**src/source/xv_defs.svh**
```systemverilog
// ##########################################################################
// raster timing is a tiny 16x4 visible frame so simulation stays short
// all timing values are in clocks (horizontal) or lines (vertical)
// counter widths must hold the totals below, check them if timing grows
// ##########################################################################
`ifndef XV_DEFS_SVH
`define XV_DEFS_SVH

// horizontal timing, clocks
`define XV_H_VISIBLE    16
`define XV_H_FRONT      2
`define XV_H_SYNC       2
`define XV_H_BACK       4
`define XV_H_TOTAL      (`XV_H_VISIBLE + `XV_H_FRONT + `XV_H_SYNC + `XV_H_BACK)
`define XV_H_CW         5           // h counter width, holds 0..23

// vertical timing, lines
`define XV_V_VISIBLE    4
`define XV_V_FRONT      1
`define XV_V_SYNC       1
`define XV_V_BACK       2
`define XV_V_TOTAL      (`XV_V_VISIBLE + `XV_V_FRONT + `XV_V_SYNC + `XV_V_BACK)
`define XV_V_CW         4           // v counter width, holds 0..7

// memories
`define XV_VRAM_WORDS   1024
`define XV_VRAM_AW      10
`define XV_PAL_ENTRIES  256
`define XV_REG_COUNT    10          // mapped APB registers, rest is slverr

`endif

```
**src/source/xv_video_pkg.sv**
```systemverilog
// ##########################################################################
// video side types, pipeline stage structs and the VRAM word decode
// pixel 0 of a VRAM word is always the most significant field
// ##########################################################################
`default_nettype none

package xv_video_pkg;

typedef logic [3:0] idx4_t;         // 4-bpp colour index
typedef logic [7:0] idx8_t;         // 8-bpp colour index, palette address

typedef struct packed {
    logic [3:0]     red;
    logic [3:0]     green;
    logic [3:0]     blue;
} rgb_t;

// one VRAM word seen as 4 nibble pixels or 2 byte pixels
// px4[3] / px8[1] is pixel 0
typedef union packed {
    idx4_t [3:0]    px4;
    idx8_t [1:0]    px8;
} vram_word_u;

// stage 1 -> stage 2
typedef struct packed {
    logic           de;
    logic           hsync;
    logic           vsync;
    logic           fetch;          // VRAM word arrives with this pixel
    logic [1:0]     sub;            // pixel number inside the word
} pix_req_t;

// stage 2 -> stage 3
typedef struct packed {
    logic           de;
    logic           hsync;
    logic           vsync;
    idx8_t          idx;            // 4-bpp indices zero extended
} pix_idx_t;

typedef struct packed {
    logic           hsync;
    logic           vsync;
    logic           de;
    rgb_t           rgb;
} video_out_t;

endpackage

`default_nettype wire

```
**src/source/xv_video_timing.sv**
```systemverilog
// ##########################################################################
// stage 1: raster counters, sync, blank and VRAM fetch address
// fetch request is combinational from the counters, pix_o is registered,
// so VRAM data and the matching pix_o reach stage 2 together
// fetch address reloads from base_i throughout vblank
// ##########################################################################
`default_nettype none
`timescale 1ns/100ps

`include "xv_defs.svh"

module xv_video_timing
    import xv_video_pkg::*;
(
    input  wire logic                       clk,
    input  wire logic                       reset_i,
    input  wire logic                       mode_bpp8_i,
    input  wire logic [`XV_VRAM_AW-1:0]     base_i,
    input  wire logic [`XV_V_CW-1:0]        line_cmp_i,
    output logic                            vid_sel_o,
    output logic [`XV_VRAM_AW-1:0]          vid_addr_o,
    output pix_req_t                        pix_o,
    output logic                            vblank_o,
    output logic                            hblank_o,
    output logic                            vblank_intr_o,
    output logic                            line_intr_o
);

logic [`XV_H_CW-1:0]        h_count;
logic [`XV_V_CW-1:0]        v_count;
logic [`XV_VRAM_AW-1:0]     fetch_addr;
logic                       h_vis, v_vis;
logic                       h_sync, v_sync;
logic [1:0]                 sub;            // pixel inside current word
logic                       word_end;       // last pixel of the word

always_comb begin
    h_vis    = h_count < `XV_H_VISIBLE;
    v_vis    = v_count < `XV_V_VISIBLE;
    h_sync   = (h_count >= `XV_H_VISIBLE + `XV_H_FRONT) &&
               (h_count <  `XV_H_VISIBLE + `XV_H_FRONT + `XV_H_SYNC);
    v_sync   = (v_count >= `XV_V_VISIBLE + `XV_V_FRONT) &&
               (v_count <  `XV_V_VISIBLE + `XV_V_FRONT + `XV_V_SYNC);
    sub      = mode_bpp8_i ? {1'b0, h_count[0]} : h_count[1:0];
    word_end = mode_bpp8_i ? h_count[0] : &h_count[1:0];

    vid_sel_o  = h_vis & v_vis & (sub == 2'd0);     // first pixel of each word
    vid_addr_o = fetch_addr;

    vblank_o      = ~v_vis;
    hblank_o      = ~h_vis;
    vblank_intr_o = (v_count == `XV_V_VISIBLE) && (h_count == '0);
    line_intr_o   = (v_count == line_cmp_i) && (h_count == '0);
end

always_ff @(posedge clk) begin
    if (reset_i) begin
        h_count    <= '0;
        v_count    <= '0;
        fetch_addr <= '0;
        pix_o      <= '0;
    end else begin
        if (h_count == `XV_H_TOTAL - 1) begin
            h_count <= '0;
            v_count <= (v_count == `XV_V_TOTAL - 1) ? '0 : v_count + 1'b1;
        end else begin
            h_count <= h_count + 1'b1;
        end

        if (!v_vis) begin
            fetch_addr <= base_i;
        end else if (h_vis && word_end) begin
            fetch_addr <= fetch_addr + 1'b1;        // lines are contiguous
        end

        pix_o.de    <= h_vis & v_vis;
        pix_o.hsync <= h_sync;
        pix_o.vsync <= v_sync;
        pix_o.fetch <= vid_sel_o;
        pix_o.sub   <= sub;
    end
end

endmodule

`default_nettype wire

```
**config.mk**
```make
export PLATFORM = sky130hd
export DESIGN_NAME = xv_video_timing
export DESIGN_NICKNAME = d
export VERILOG_FILES = /design/src/source/xv_video_pkg.sv /design/src/source/xv_video_timing.sv
export VERILOG_INCLUDE_DIRS = /design/src /design/src/source
export SDC_FILE = /design/constraint.sdc
export NUM_CORES = 1
export LEC_CHECK = 0
export BUFFER_PORTS_ARGS = -buffer_cell sky130_fd_sc_hd__clkbuf_2
export CAP_MARGIN = 10
export CORE_UTILIZATION = 53
export DETAILED_ROUTE_END_ITERATION = 10
export GPL_ROUTABILITY_DRIVEN = 0
export GPL_TIMING_DRIVEN = 0
export PLACE_DENSITY = 0.88
export SLEW_MARGIN = 20
export SYNTH_ARGS = -nofsm -noshare
export SYNTH_HDL_FRONTEND = slang
export SYNTH_SLANG_ARGS = --single-unit
```
**constraint.sdc**
```tcl
create_clock -name clk -period 2.65 [get_ports clk]
set_clock_uncertainty 0.2 [all_clocks]
set_input_delay 0.1325 -clock clk [delete_from_list [all_inputs] [get_ports clk]]
set_output_delay 0.1325 -clock clk [all_outputs]
set_load 0.02 [all_outputs]
```
# After elaboration in Yosys (flattened, before gate mapping)

Cells that the tools add are included.

Register bits: 25
Output and inout port bits: 21
Word-level logic and storage cells: 40

Add/subtract/negate cells: 3
$lt $le $gt $ge: 6
Equal/unequal tests: 5
Multiplexer cells: 5
Bitwise logic cells: 4
Reduce and logical (&&, ||, !) cells: 9

Operators by type and width:

| cell                                                                         | count |
|---|---|
| 10-bit two-way mux                                                           | 2 |
| 10-bit by 1-bit adder with 10-bit output, second input constant              | 1 |
| 5-bit less-than comparator, second input constant                            | 2 |
| 4-bit by 3-bit == test with 1-bit output, second input constant              | 2 |
| 4-bit by 3-bit less-than comparator with 1-bit output, second input constant | 2 |
| 5-bit by 1-bit adder with 5-bit output, second input constant                | 1 |
| 5-bit == test, second input constant                                         | 1 |
| 5-bit >= comparator, second input constant                                   | 1 |
| 1-bit logical AND                                                            | 5 |
| 5-bit zero test                                                              | 1 |
| 4-bit by 1-bit adder with 4-bit output, second input constant                | 1 |
| 4-bit == test                                                                | 1 |
| 4-bit by 3-bit >= comparator with 1-bit output, second input constant        | 1 |
| 4-bit two-way mux                                                            | 1 |
| 1-bit AND                                                                    | 2 |
| 2-bit zero test                                                              | 1 |
| 2-bit two-way mux                                                            | 1 |
| 2-bit by 1-bit != test with 1-bit output, second input constant              | 1 |
| 1-bit inverter                                                               | 2 |
| 2-bit AND reduction                                                          | 1 |
| 2-bit OR reduction                                                           | 1 |
| 1-bit two-way mux                                                            | 1 |

# Logic depth before layout (Yosys ltp)

Gate-level depths: netlist of the first run.

Depth in word-level cells: 5
Gate-level depth with buffers: 6
Gate-level depth less buffers: 5

# Worst setup path before layout of the first run

OpenSTA, ideal clock, no wires.

Path kind: reg2reg
Start point: register v_count[2]
End point: register pix_o[2] (netlist name)
Library setup time: 0.069 ns
Arrival time: 2.070 ns
Slack: 0.310 ns
Cell stages (with the launch flop): 5
Path buffers: 0
Path through: dfxtp_1 nor2_1 inv_1 a2111oi_0 nor2b_1

Word-level cells in the longest chain between the ends: 3

Ends and longest elaborated chain:

| element                                                                | RTL line              | text |
|---|---|---|
| start, declared                                                        | xv_video_timing.sv:30 | `` logic [`XV_V_CW-1:0] v_count; `` |
| start signal, assigned                                                 | xv_video_timing.sv:65 | `` v_count <= (v_count == `XV_V_TOTAL - 1) ? '0 : v_count + 1'b1; `` |
| 4-bit by 3-bit less-than comparator with 1-bit output (no source line) | --                    |  |
| 1-bit AND (2 in a row)                                                 | xv_video_timing.sv:47 | `vid_sel_o = h_vis & v_vis & (sub == 2'd0);` |
| named net vid_sel_o                                                    | xv_video_timing.sv:20 | `output logic vid_sel_o,` |
| end, declared                                                          | xv_video_timing.sv:22 | `output pix_req_t pix_o,` |

The timed path passes the listed nets, and every way through them passes these cells.
A chain may end at the register's enable or synchronous reset.

# Worst setup path after layout of the first run

Start point: register h_count[0]
End point: register fetch_addr[1] (netlist: vid_addr_o[1])

Word-level cells in the longest chain between the ends: 4
Elaborated cells between the ends (all ways): 5
Those cells by class: 1 x order compare; 1 x eq/ne; 1 x mux; 2 x reduce/logical

Ends and longest elaborated chain:

| element                                                                            | RTL line              | text |
|---|---|---|
| start, declared                                                                    | xv_video_timing.sv:29 | `` logic [`XV_H_CW-1:0] h_count; `` |
| start signal, assigned                                                             | xv_video_timing.sv:67 | `h_count <= h_count + 1'b1;` |
| parallel branches: the longest is 2 deep, another holds 5-bit less-than comparator | --                    |  |
| 1-bit logical AND (*)                                                              | xv_video_timing.sv:72 | `end else if (h_vis && word_end) begin` |
| 2-bit by 1-bit != test with 1-bit output (no source line) (*)                      | --                    |  |
| end signal, assigned                                                               | xv_video_timing.sv:71 | `fetch_addr <= base_i;` |
| end signal, assigned                                                               | xv_video_timing.sv:73 | `fetch_addr <= fetch_addr + 1'b1;` |
| end, declared                                                                      | xv_video_timing.sv:31 | `` logic [`XV_VRAM_AW-1:0] fetch_addr; `` |

Mark *: on every way between the ends.

==> results of run 1 <==
synthesized netlist by cell type:
library cell,n
a21oi_1,5
a211oi_1,9
nor2b_1,3
inv_1,6
nor3b_1,3
nor4_1,5
nand4_1,2
ha_1,6
nor2_1,20
or3_1,1
mux2i_1,1
a2111oi_0,1
and3_1,1
nand3_1,4
xnor2_1,12
clkbuf_1,6
buf_2,1
nand2_1,7
nor3_1,7
nand3b_1,2
dfxtp_1,25
nor4b_1,3
a311oi_1,1
and4b_1,1
xor2_1,4
o21ai_0,1
state kept, by name, indices dropped and copies added (netlist names):
register / cells
v_count: 4
h_count: 5
pix_o: 6
vid_addr_o: 10
critical path, cell delays in order, from the launching register on:
cell and delay, ns:
dfxtp_1 0.39, ha_1 0.28, mux2i_2 0.44, o21ai_0 0.16, a311oi_1 0.26, dlygate4sd3_1 0.58
worst min path at each step:
stage,depth (start not counted),slack (ns),startpoint,to
3_3_place_gp,2,0.15,mode_bpp8_i,pix_o[1]
4_1_cts,1,0.32,h_count[3],pix_o[4]
5_1_grt,1,0.34,h_count[3],pix_o[4]
6_report,1,0.32,h_count[3],pix_o[4]
2_1_floorplan,1,0.009,mode_bpp8_i,pix_o[1]
3_5_place_dp,2,0.16,mode_bpp8_i,pix_o[1]
through the flow:
stage | power, W | setup slack (ns)
final | 0.0006549 | 0.3073
after global routing | 0.0006855 | 0.05552
after CTS | 0.0006550 | 0.1862
after detailed placement | 0.0004721 | 0.6249
after global placement | 0.0004691 | 0.6540
after floorplan | 0.0004434 | 0.3104
where the power goes:
group / internal (W) / switching (W)
combinational: 0.0000422 / 0.0000426
clock: 0.0000569 / 0.000117
sequential: 0.000386 / 0.0000103
total: 0.000485 / 0.000170
per-layer routing:
| layer | vias to the layer above | share of wire [%] | track usage [%] |
|---|---|---|---|
| li1 | 579 | - | - |
| met4 | 0 | 1.1 | 11.43 |
| met3 | 3 | 4.3 | 3.086 |
| met2 | 37 | 51 | 44.52 |
| met1 | 547 | 43 | 30.17 |
| met5 | - | 0 | 0 |
area by class of cell:
class                   instances  area [um2]  share of cell area, %
flip-flops and latches         25       500.5                  31.85
inverters                       6       22.52                  1.433
clock buffers                   3       22.52                  1.433
clock inverters                 1       5.005                 0.3185
multi-input cells              99       649.4                  41.32
plain buffers                   7       27.53                  1.752
well taps                      27       33.78                  2.150
repair buffers                 49       310.3                  19.75
repair_timing:
item                                    4_1_cts  5_1_grt
hold endpoints to repair                     14        0
gates resized for setup                       0        1
endpoints found under the setup margin        0        1
hold buffers                                 13        0
kinds of logic (layout without fill, tap and decap cells):
logic type / Yosys count / in the layout / synth area share (%)
AO/OA/AOI/OAI: 17 / 17 / 9.623
XOR/XNOR: 16 / 16 / 11.72
adder cells (fa/ha/maj): 6 / 6 / 6.276
buffers and inverters: 13 / 66 / 4.183
flip-flops: 25 / 25 / 41.84
multiplexers: 1 / 1 / 0.8369
AND/OR/NAND/NOR: 59 / 59 / 25.52
==> summary.md, run 1 <==
| Metric | Value |
|---|---|
| Layout cells sized above 1 | between 20 and 25% |
| Maximum buffer depth of the clock tree | 2 |
| Syn Inst Count | roughly 140 |
| Worst setup endpoint | vid_addr_o[1] |
| Ys Warns | 0 |
| Initial antenna violation count | 0 |
| Clk slew on worst S/H paths | between 0.1 and 0.15 ns |
| Worst-case reg-to-reg path depth | 5 |
| Top-area cell type share of the netlist area | 41.84% |
| 1st-pass router iterations | 4 |
| Worst R2R Start | h_count[0] |
| TritonCTS buffer count | 3 |
| Commonest non-fill, non-tap cell in the layout | clkbuf_2 |
| Mean Syn Cell Area | around 8.7 um2 |
| Post-CTS setup buffer count | 0 |
| Pin count of the biggest net entering global routing | 15 |
| Die area | 2451 um2 |
| Tcrit/Tclk final | between 80% and 90% |
| WS Path Type | reg -> reg |
| CP Max Fanout | 10 |
| Num ports | 38 |
| IO buf count | 36 |
| Fin. Hold Viols | 0 |
| CTS tree | yes |
| Via/cell ratio | around 5.4 |
| Antenna viol nets, final | 0 |
| Nets | 214 |
| CTS Sinks | 25 |
| Worst-Skew Late Latency | 0.33 ns |
| Yosys reg bits | 25 |
| Data required, critical path | 2.74 ns |
| Placed instance count | 200 |
| Iter 0 DRT Violations | 19 |
| H-Tree Depth | 1 |
| Final instance count without filler cells | 217 |
| # DRC | 0 |
| Part of the Yosys area used for sequential elements | 41.84% |
| Row cnt | 16 |
| Cell taking the most area after synthesis | dfxtp_1 |
| Syn Std Cell Area | 1196 um2 |
| VDD IR-drop max | about 320 uV |
| First-pass GRT wire length | roughly 4.8 mm |
| Most frequent cells in the layout | 36 x clkbuf_2, 25 x dfxtp_1, 20 x nor2_1 |
| Hold WS | ~0.32 ns |
| Synth area leaders | dfxtp_1 42%, xnor2_1 8.8%, ha_1 6.3%, nor2_1 6.3%, a211oi_1 5.6% |
| Critical path capture point type | register |
| Static Leak | 0.6555 nW |
| Final setup violating endpoints | 0 |
| DIE WIDTH | between 40 and 50 um |
| Mapped Nets | 160 |
| Post-DR wirelength/cell | 12.68 um |
| Fmax | approximately 0.43 GHz |
| DP Area | ~1400 um2 |
| Crit path from | h_count[0] |
| GR Util All Layers | between 20% and 30% |
| Rel. slew slack | between 60% and 70% |
| Clock root cell | clkbuf_4 |
| Synth unique cells | 26 |
| Vias in the first global route | about 1100 |
| Fill cell count | between 150 and 200 |
| Initial Util | 58.58% |
| Design area | 1572 um2 |
| Worst hold path type | reg -> reg |
| Maxcap violations | 0 |
| R2r endpoint | vid_addr_o[1] |
| Worst Setup Start Kind | register |
| Layout area overhead | 31.38% |
| PD cells | ~420 nW/um2 |
| Final min period | ~2.3 ns |
| Worst path arrival time | approximately 2.4 ns |
| Ant diodes | 0 |
| DP HPWL | 1.905 mm |
| R2R Setup Slk | between 0.3 and 0.4 ns |
| Vias | ~1200 |
| Drt total wl | 2.752 mm |
| Die Y | just under 50 um |
| Total grt overflow | 0 |
| Setup TNS | 0 ns |
| Outcome | finished clean |
| Slew @ Worst Pin | 0.5041 ns |
| Core area | slightly above 2000 um2 |
| Fin. max-slew vios | 0 |
| Final core utilization | between 70% and 80% |
| RSZ-0062 raised after global routing | no |
(Power assumes the default switching activity.)
==> run 2, diff against run 1 <==
--- a/config.mk
+++ b/config.mk
@@ -12,8 +12,7 @@
 export DETAILED_ROUTE_END_ITERATION = 10
 export GPL_ROUTABILITY_DRIVEN = 0
 export GPL_TIMING_DRIVEN = 0
-export PLACE_DENSITY = 0.88
-export SLEW_MARGIN = 20
+export PLACE_DENSITY = 0.83
 export SYNTH_ARGS = -nofsm -noshare
 export SYNTH_HDL_FRONTEND = slang
 export SYNTH_SLANG_ARGS = --single-unit
==> run 2 against run 1 <==
Maximum frequency decreased by 4.8%. Core utilization increased by 0.12 points. Hold slack improved by 0.022 ns. Total power increased by 0.57%. Clock-buffer cell count unchanged. Critical path type unchanged. Critical path depth unchanged. Setup slack got worse by 0.12 ns.
==> summary.md, run 2 (synthesis results as in run 1) <==
| Metric | Value |
|---|---|
| Worst Hold Launch | h_count[1] |
| VDD IR-drop max | 271.5 uV (-16%) |
| CP Max Fanout | 10 (unchanged) |
| RSZ-0062 raised after global routing | no |
| Antenna viol nets, final | 0 (unchanged) |
| Die Y | 49.51 um (unchanged) |
| R2r endpoint | vid_addr_o[1] |
| 1st-pass router iterations | 4 (unchanged) |
| GR Util All Layers | 25.85% (+0.70 points) |
| Highest routed metal layer | met4 |
| Row cnt | 16 (unchanged) |
| CTS tree | yes |
| Pin count of the biggest net entering global routing | 16 (+1) |
| Initial antenna violation count | 0 (unchanged) |
| Setup TNS | 0 ns (unchanged) |
| Worst-case reg-to-reg path depth | 5 (unchanged) |
| Data required, critical path | 2.73 ns (about the same) |
| Final min period | 2.462 ns (+0.1191 ns) |
| Worst-Skew Late Latency | 0.32 ns (about the same) |
| TritonCTS buffer count | 3 (unchanged) |
| Fin. Hold Viols | 0 (unchanged) |
| Vias | 1188 (+1.9%) |
| # DRC | 0 (unchanged) |
| Slew @ Worst Pin | 0.5195 ns (+0.01532 ns) |
| Vias in the first global route | 1174 (+6.0%) |
| Worst Setup Start Kind | register |
| DRT met1 WL | 1.184 mm (about the same) |
| Outcome | finished clean |
| First-pass GRT wire length | 4.885 mm (+2.6%) |
| Fmax | 0.4062 GHz (-4.8%) |
| Maximum buffer depth of the clock tree | 2 (unchanged) |
| Most frequent cells in the layout | 36 x clkbuf_2, 25 x dfxtp_1, 20 x nor2_1 |
| DP Worst Slack | 0.5635 ns (-0.06137 ns) |
| Final setup violating endpoints | 0 (unchanged) |
| Met2 wire length | 1.573 mm (+11%) |
| Maxcap violations | 0 (unchanged) |
| Worst hold path depth | 2 (+1) |
| Nets | 214 (unchanged) |
| Worst R2R Start | h_count[0] |
| Core area | 2042 um2 (unchanged) |
| H-Tree Depth | 1 (unchanged) |
| Post-DR wirelength/cell | 13.72 um (+8.2%) |
| Number of flip-flops in the largest register | 10 (unchanged) |
| Via/cell ratio | 5.475 (+1.9%) |
| Tcrit/Tclk final | 92.90% (+4.5 points) |
| R2R Setup Slk | 0.19 ns (-0.12 ns) |
| Worst path arrival time | 2.54 ns (+0.11 ns) |
| Placed instance count | 200 (unchanged) |
| Final WS setup | 0.1882 ns (-0.1191 ns) |
| Initial Util | 58.58% (unchanged) |
| CTS Sinks | 25 (unchanged) |
| PD cells | 418.4 nW/um2 (+0.41%) |
| Wire length on met3 | 214 um (+81%) |
| Final instance count without filler cells | 217 (unchanged) |
| IO buf count | 36 (unchanged) |
| Worst hold path type | reg -> reg |
| DP HPWL | 2.024 mm (+6.2%) |
| Commonest non-fill, non-tap cell in the layout | clkbuf_2 |
| Total grt overflow | 0 (unchanged) |
| Drt total wl | 2.977 mm (+8.2%) |
| Clock root cell | clkbuf_4 |
| Hold Path End | pix_o[4] |
| Ant diodes | 0 (unchanged) |
| DIE WIDTH | 49.51 um (unchanged) |
| Num ports | 38 (unchanged) |
| Fin. max-slew vios | 0 (unchanged) |
| Iter 0 DRT Violations | 31 (+12) |
| Die area | 2451 um2 (unchanged) |
| Critical path capture point type | register |
| Clk slew on worst S/H paths | 0.15 ns (+0.02 ns) |
| WS Path Type | reg -> reg |
| Layout area overhead | 31.59% |
| Static Leak | 0.6518 nW (-0.57%) |
| Layout cells sized above 1 | 22.11% (unchanged) |
| Rel. slew slack | 64.68% (-0.84 points) |
## run 2: critical path, cell delays in order, from the launching register on
cell           delay [ns]
dfxtp_1              0.40
ha_1                 0.28
mux2i_2              0.45
o21ai_0              0.19
a311oi_1             0.31
dlygate4sd3_1        0.59
## run 2: worst max-delay path by stage
stage | end | slack, ns | startpoint
floorplan | pix_o[2] | 0.31 | v_count[2]
global placement | vid_addr_o[9] | 0.64 | h_count[0]
detailed placement | vid_addr_o[9] | 0.56 | h_count[0]
CTS | vid_addr_o[1] | 0.16 | h_count[0]
global route | vid_addr_o[1] | 0.09 | h_count[0]
finish | vid_addr_o[1] | 0.19 | h_count[0]
## run 2: final cells by class
type / count / area, um2
Buffer: 7 / 27.53
Sequential cell: 25 / 500.5
Tap cell: 27 / 33.78
Fill cell: 161 / 467.9
Timing Repair Buffer: 49 / 310.3
Multi-Input combinational cell: 99 / 649.4
Inverter: 6 / 22.52
Clock buffer: 3 / 22.52
Clock inverter: 1 / 7.507
## run 2: repair_timing
item	in CTS	in global routing
setup endpoints to repair	0	1
resized for setup	0	1
hold buffers	13	0
setup buffers	0	0
hold endpoints to repair	14	0
## run 2: routing by layer
layer | track usage, % | up-vias
met5 | 0 | -
met4 | 8.571 | 0
met3 | 3.704 | 2
met2 | 50.23 | 53
met1 | 28.19 | 544
li1 | - | 589
## run 2: metrics by stage
stage	total power, W	instance area [um2]	hold WS, ns	util (%)
2_1_floorplan	0.0004434	1196	0.009294	-
4_1_cts	0.0006594	1570	0.3328	76.90
5_1_grt	0.0006833	1574	0.3561	77.08
6_report	0.0006586	1574	0.3420	77.08
3_3_place_gp	0.0004696	1410	0.1493	69.06
3_5_place_dp	0.0004723	1410	0.1470	69.06
## run 2: power breakdown
part	internal (W)	total, W	switching [W]
registers	0.000386	0.000397	0.0000108
logic	0.0000423	0.0000862	0.0000439
clock network	0.0000576	0.000176	0.000118
total	0.000486	0.000659	0.000173
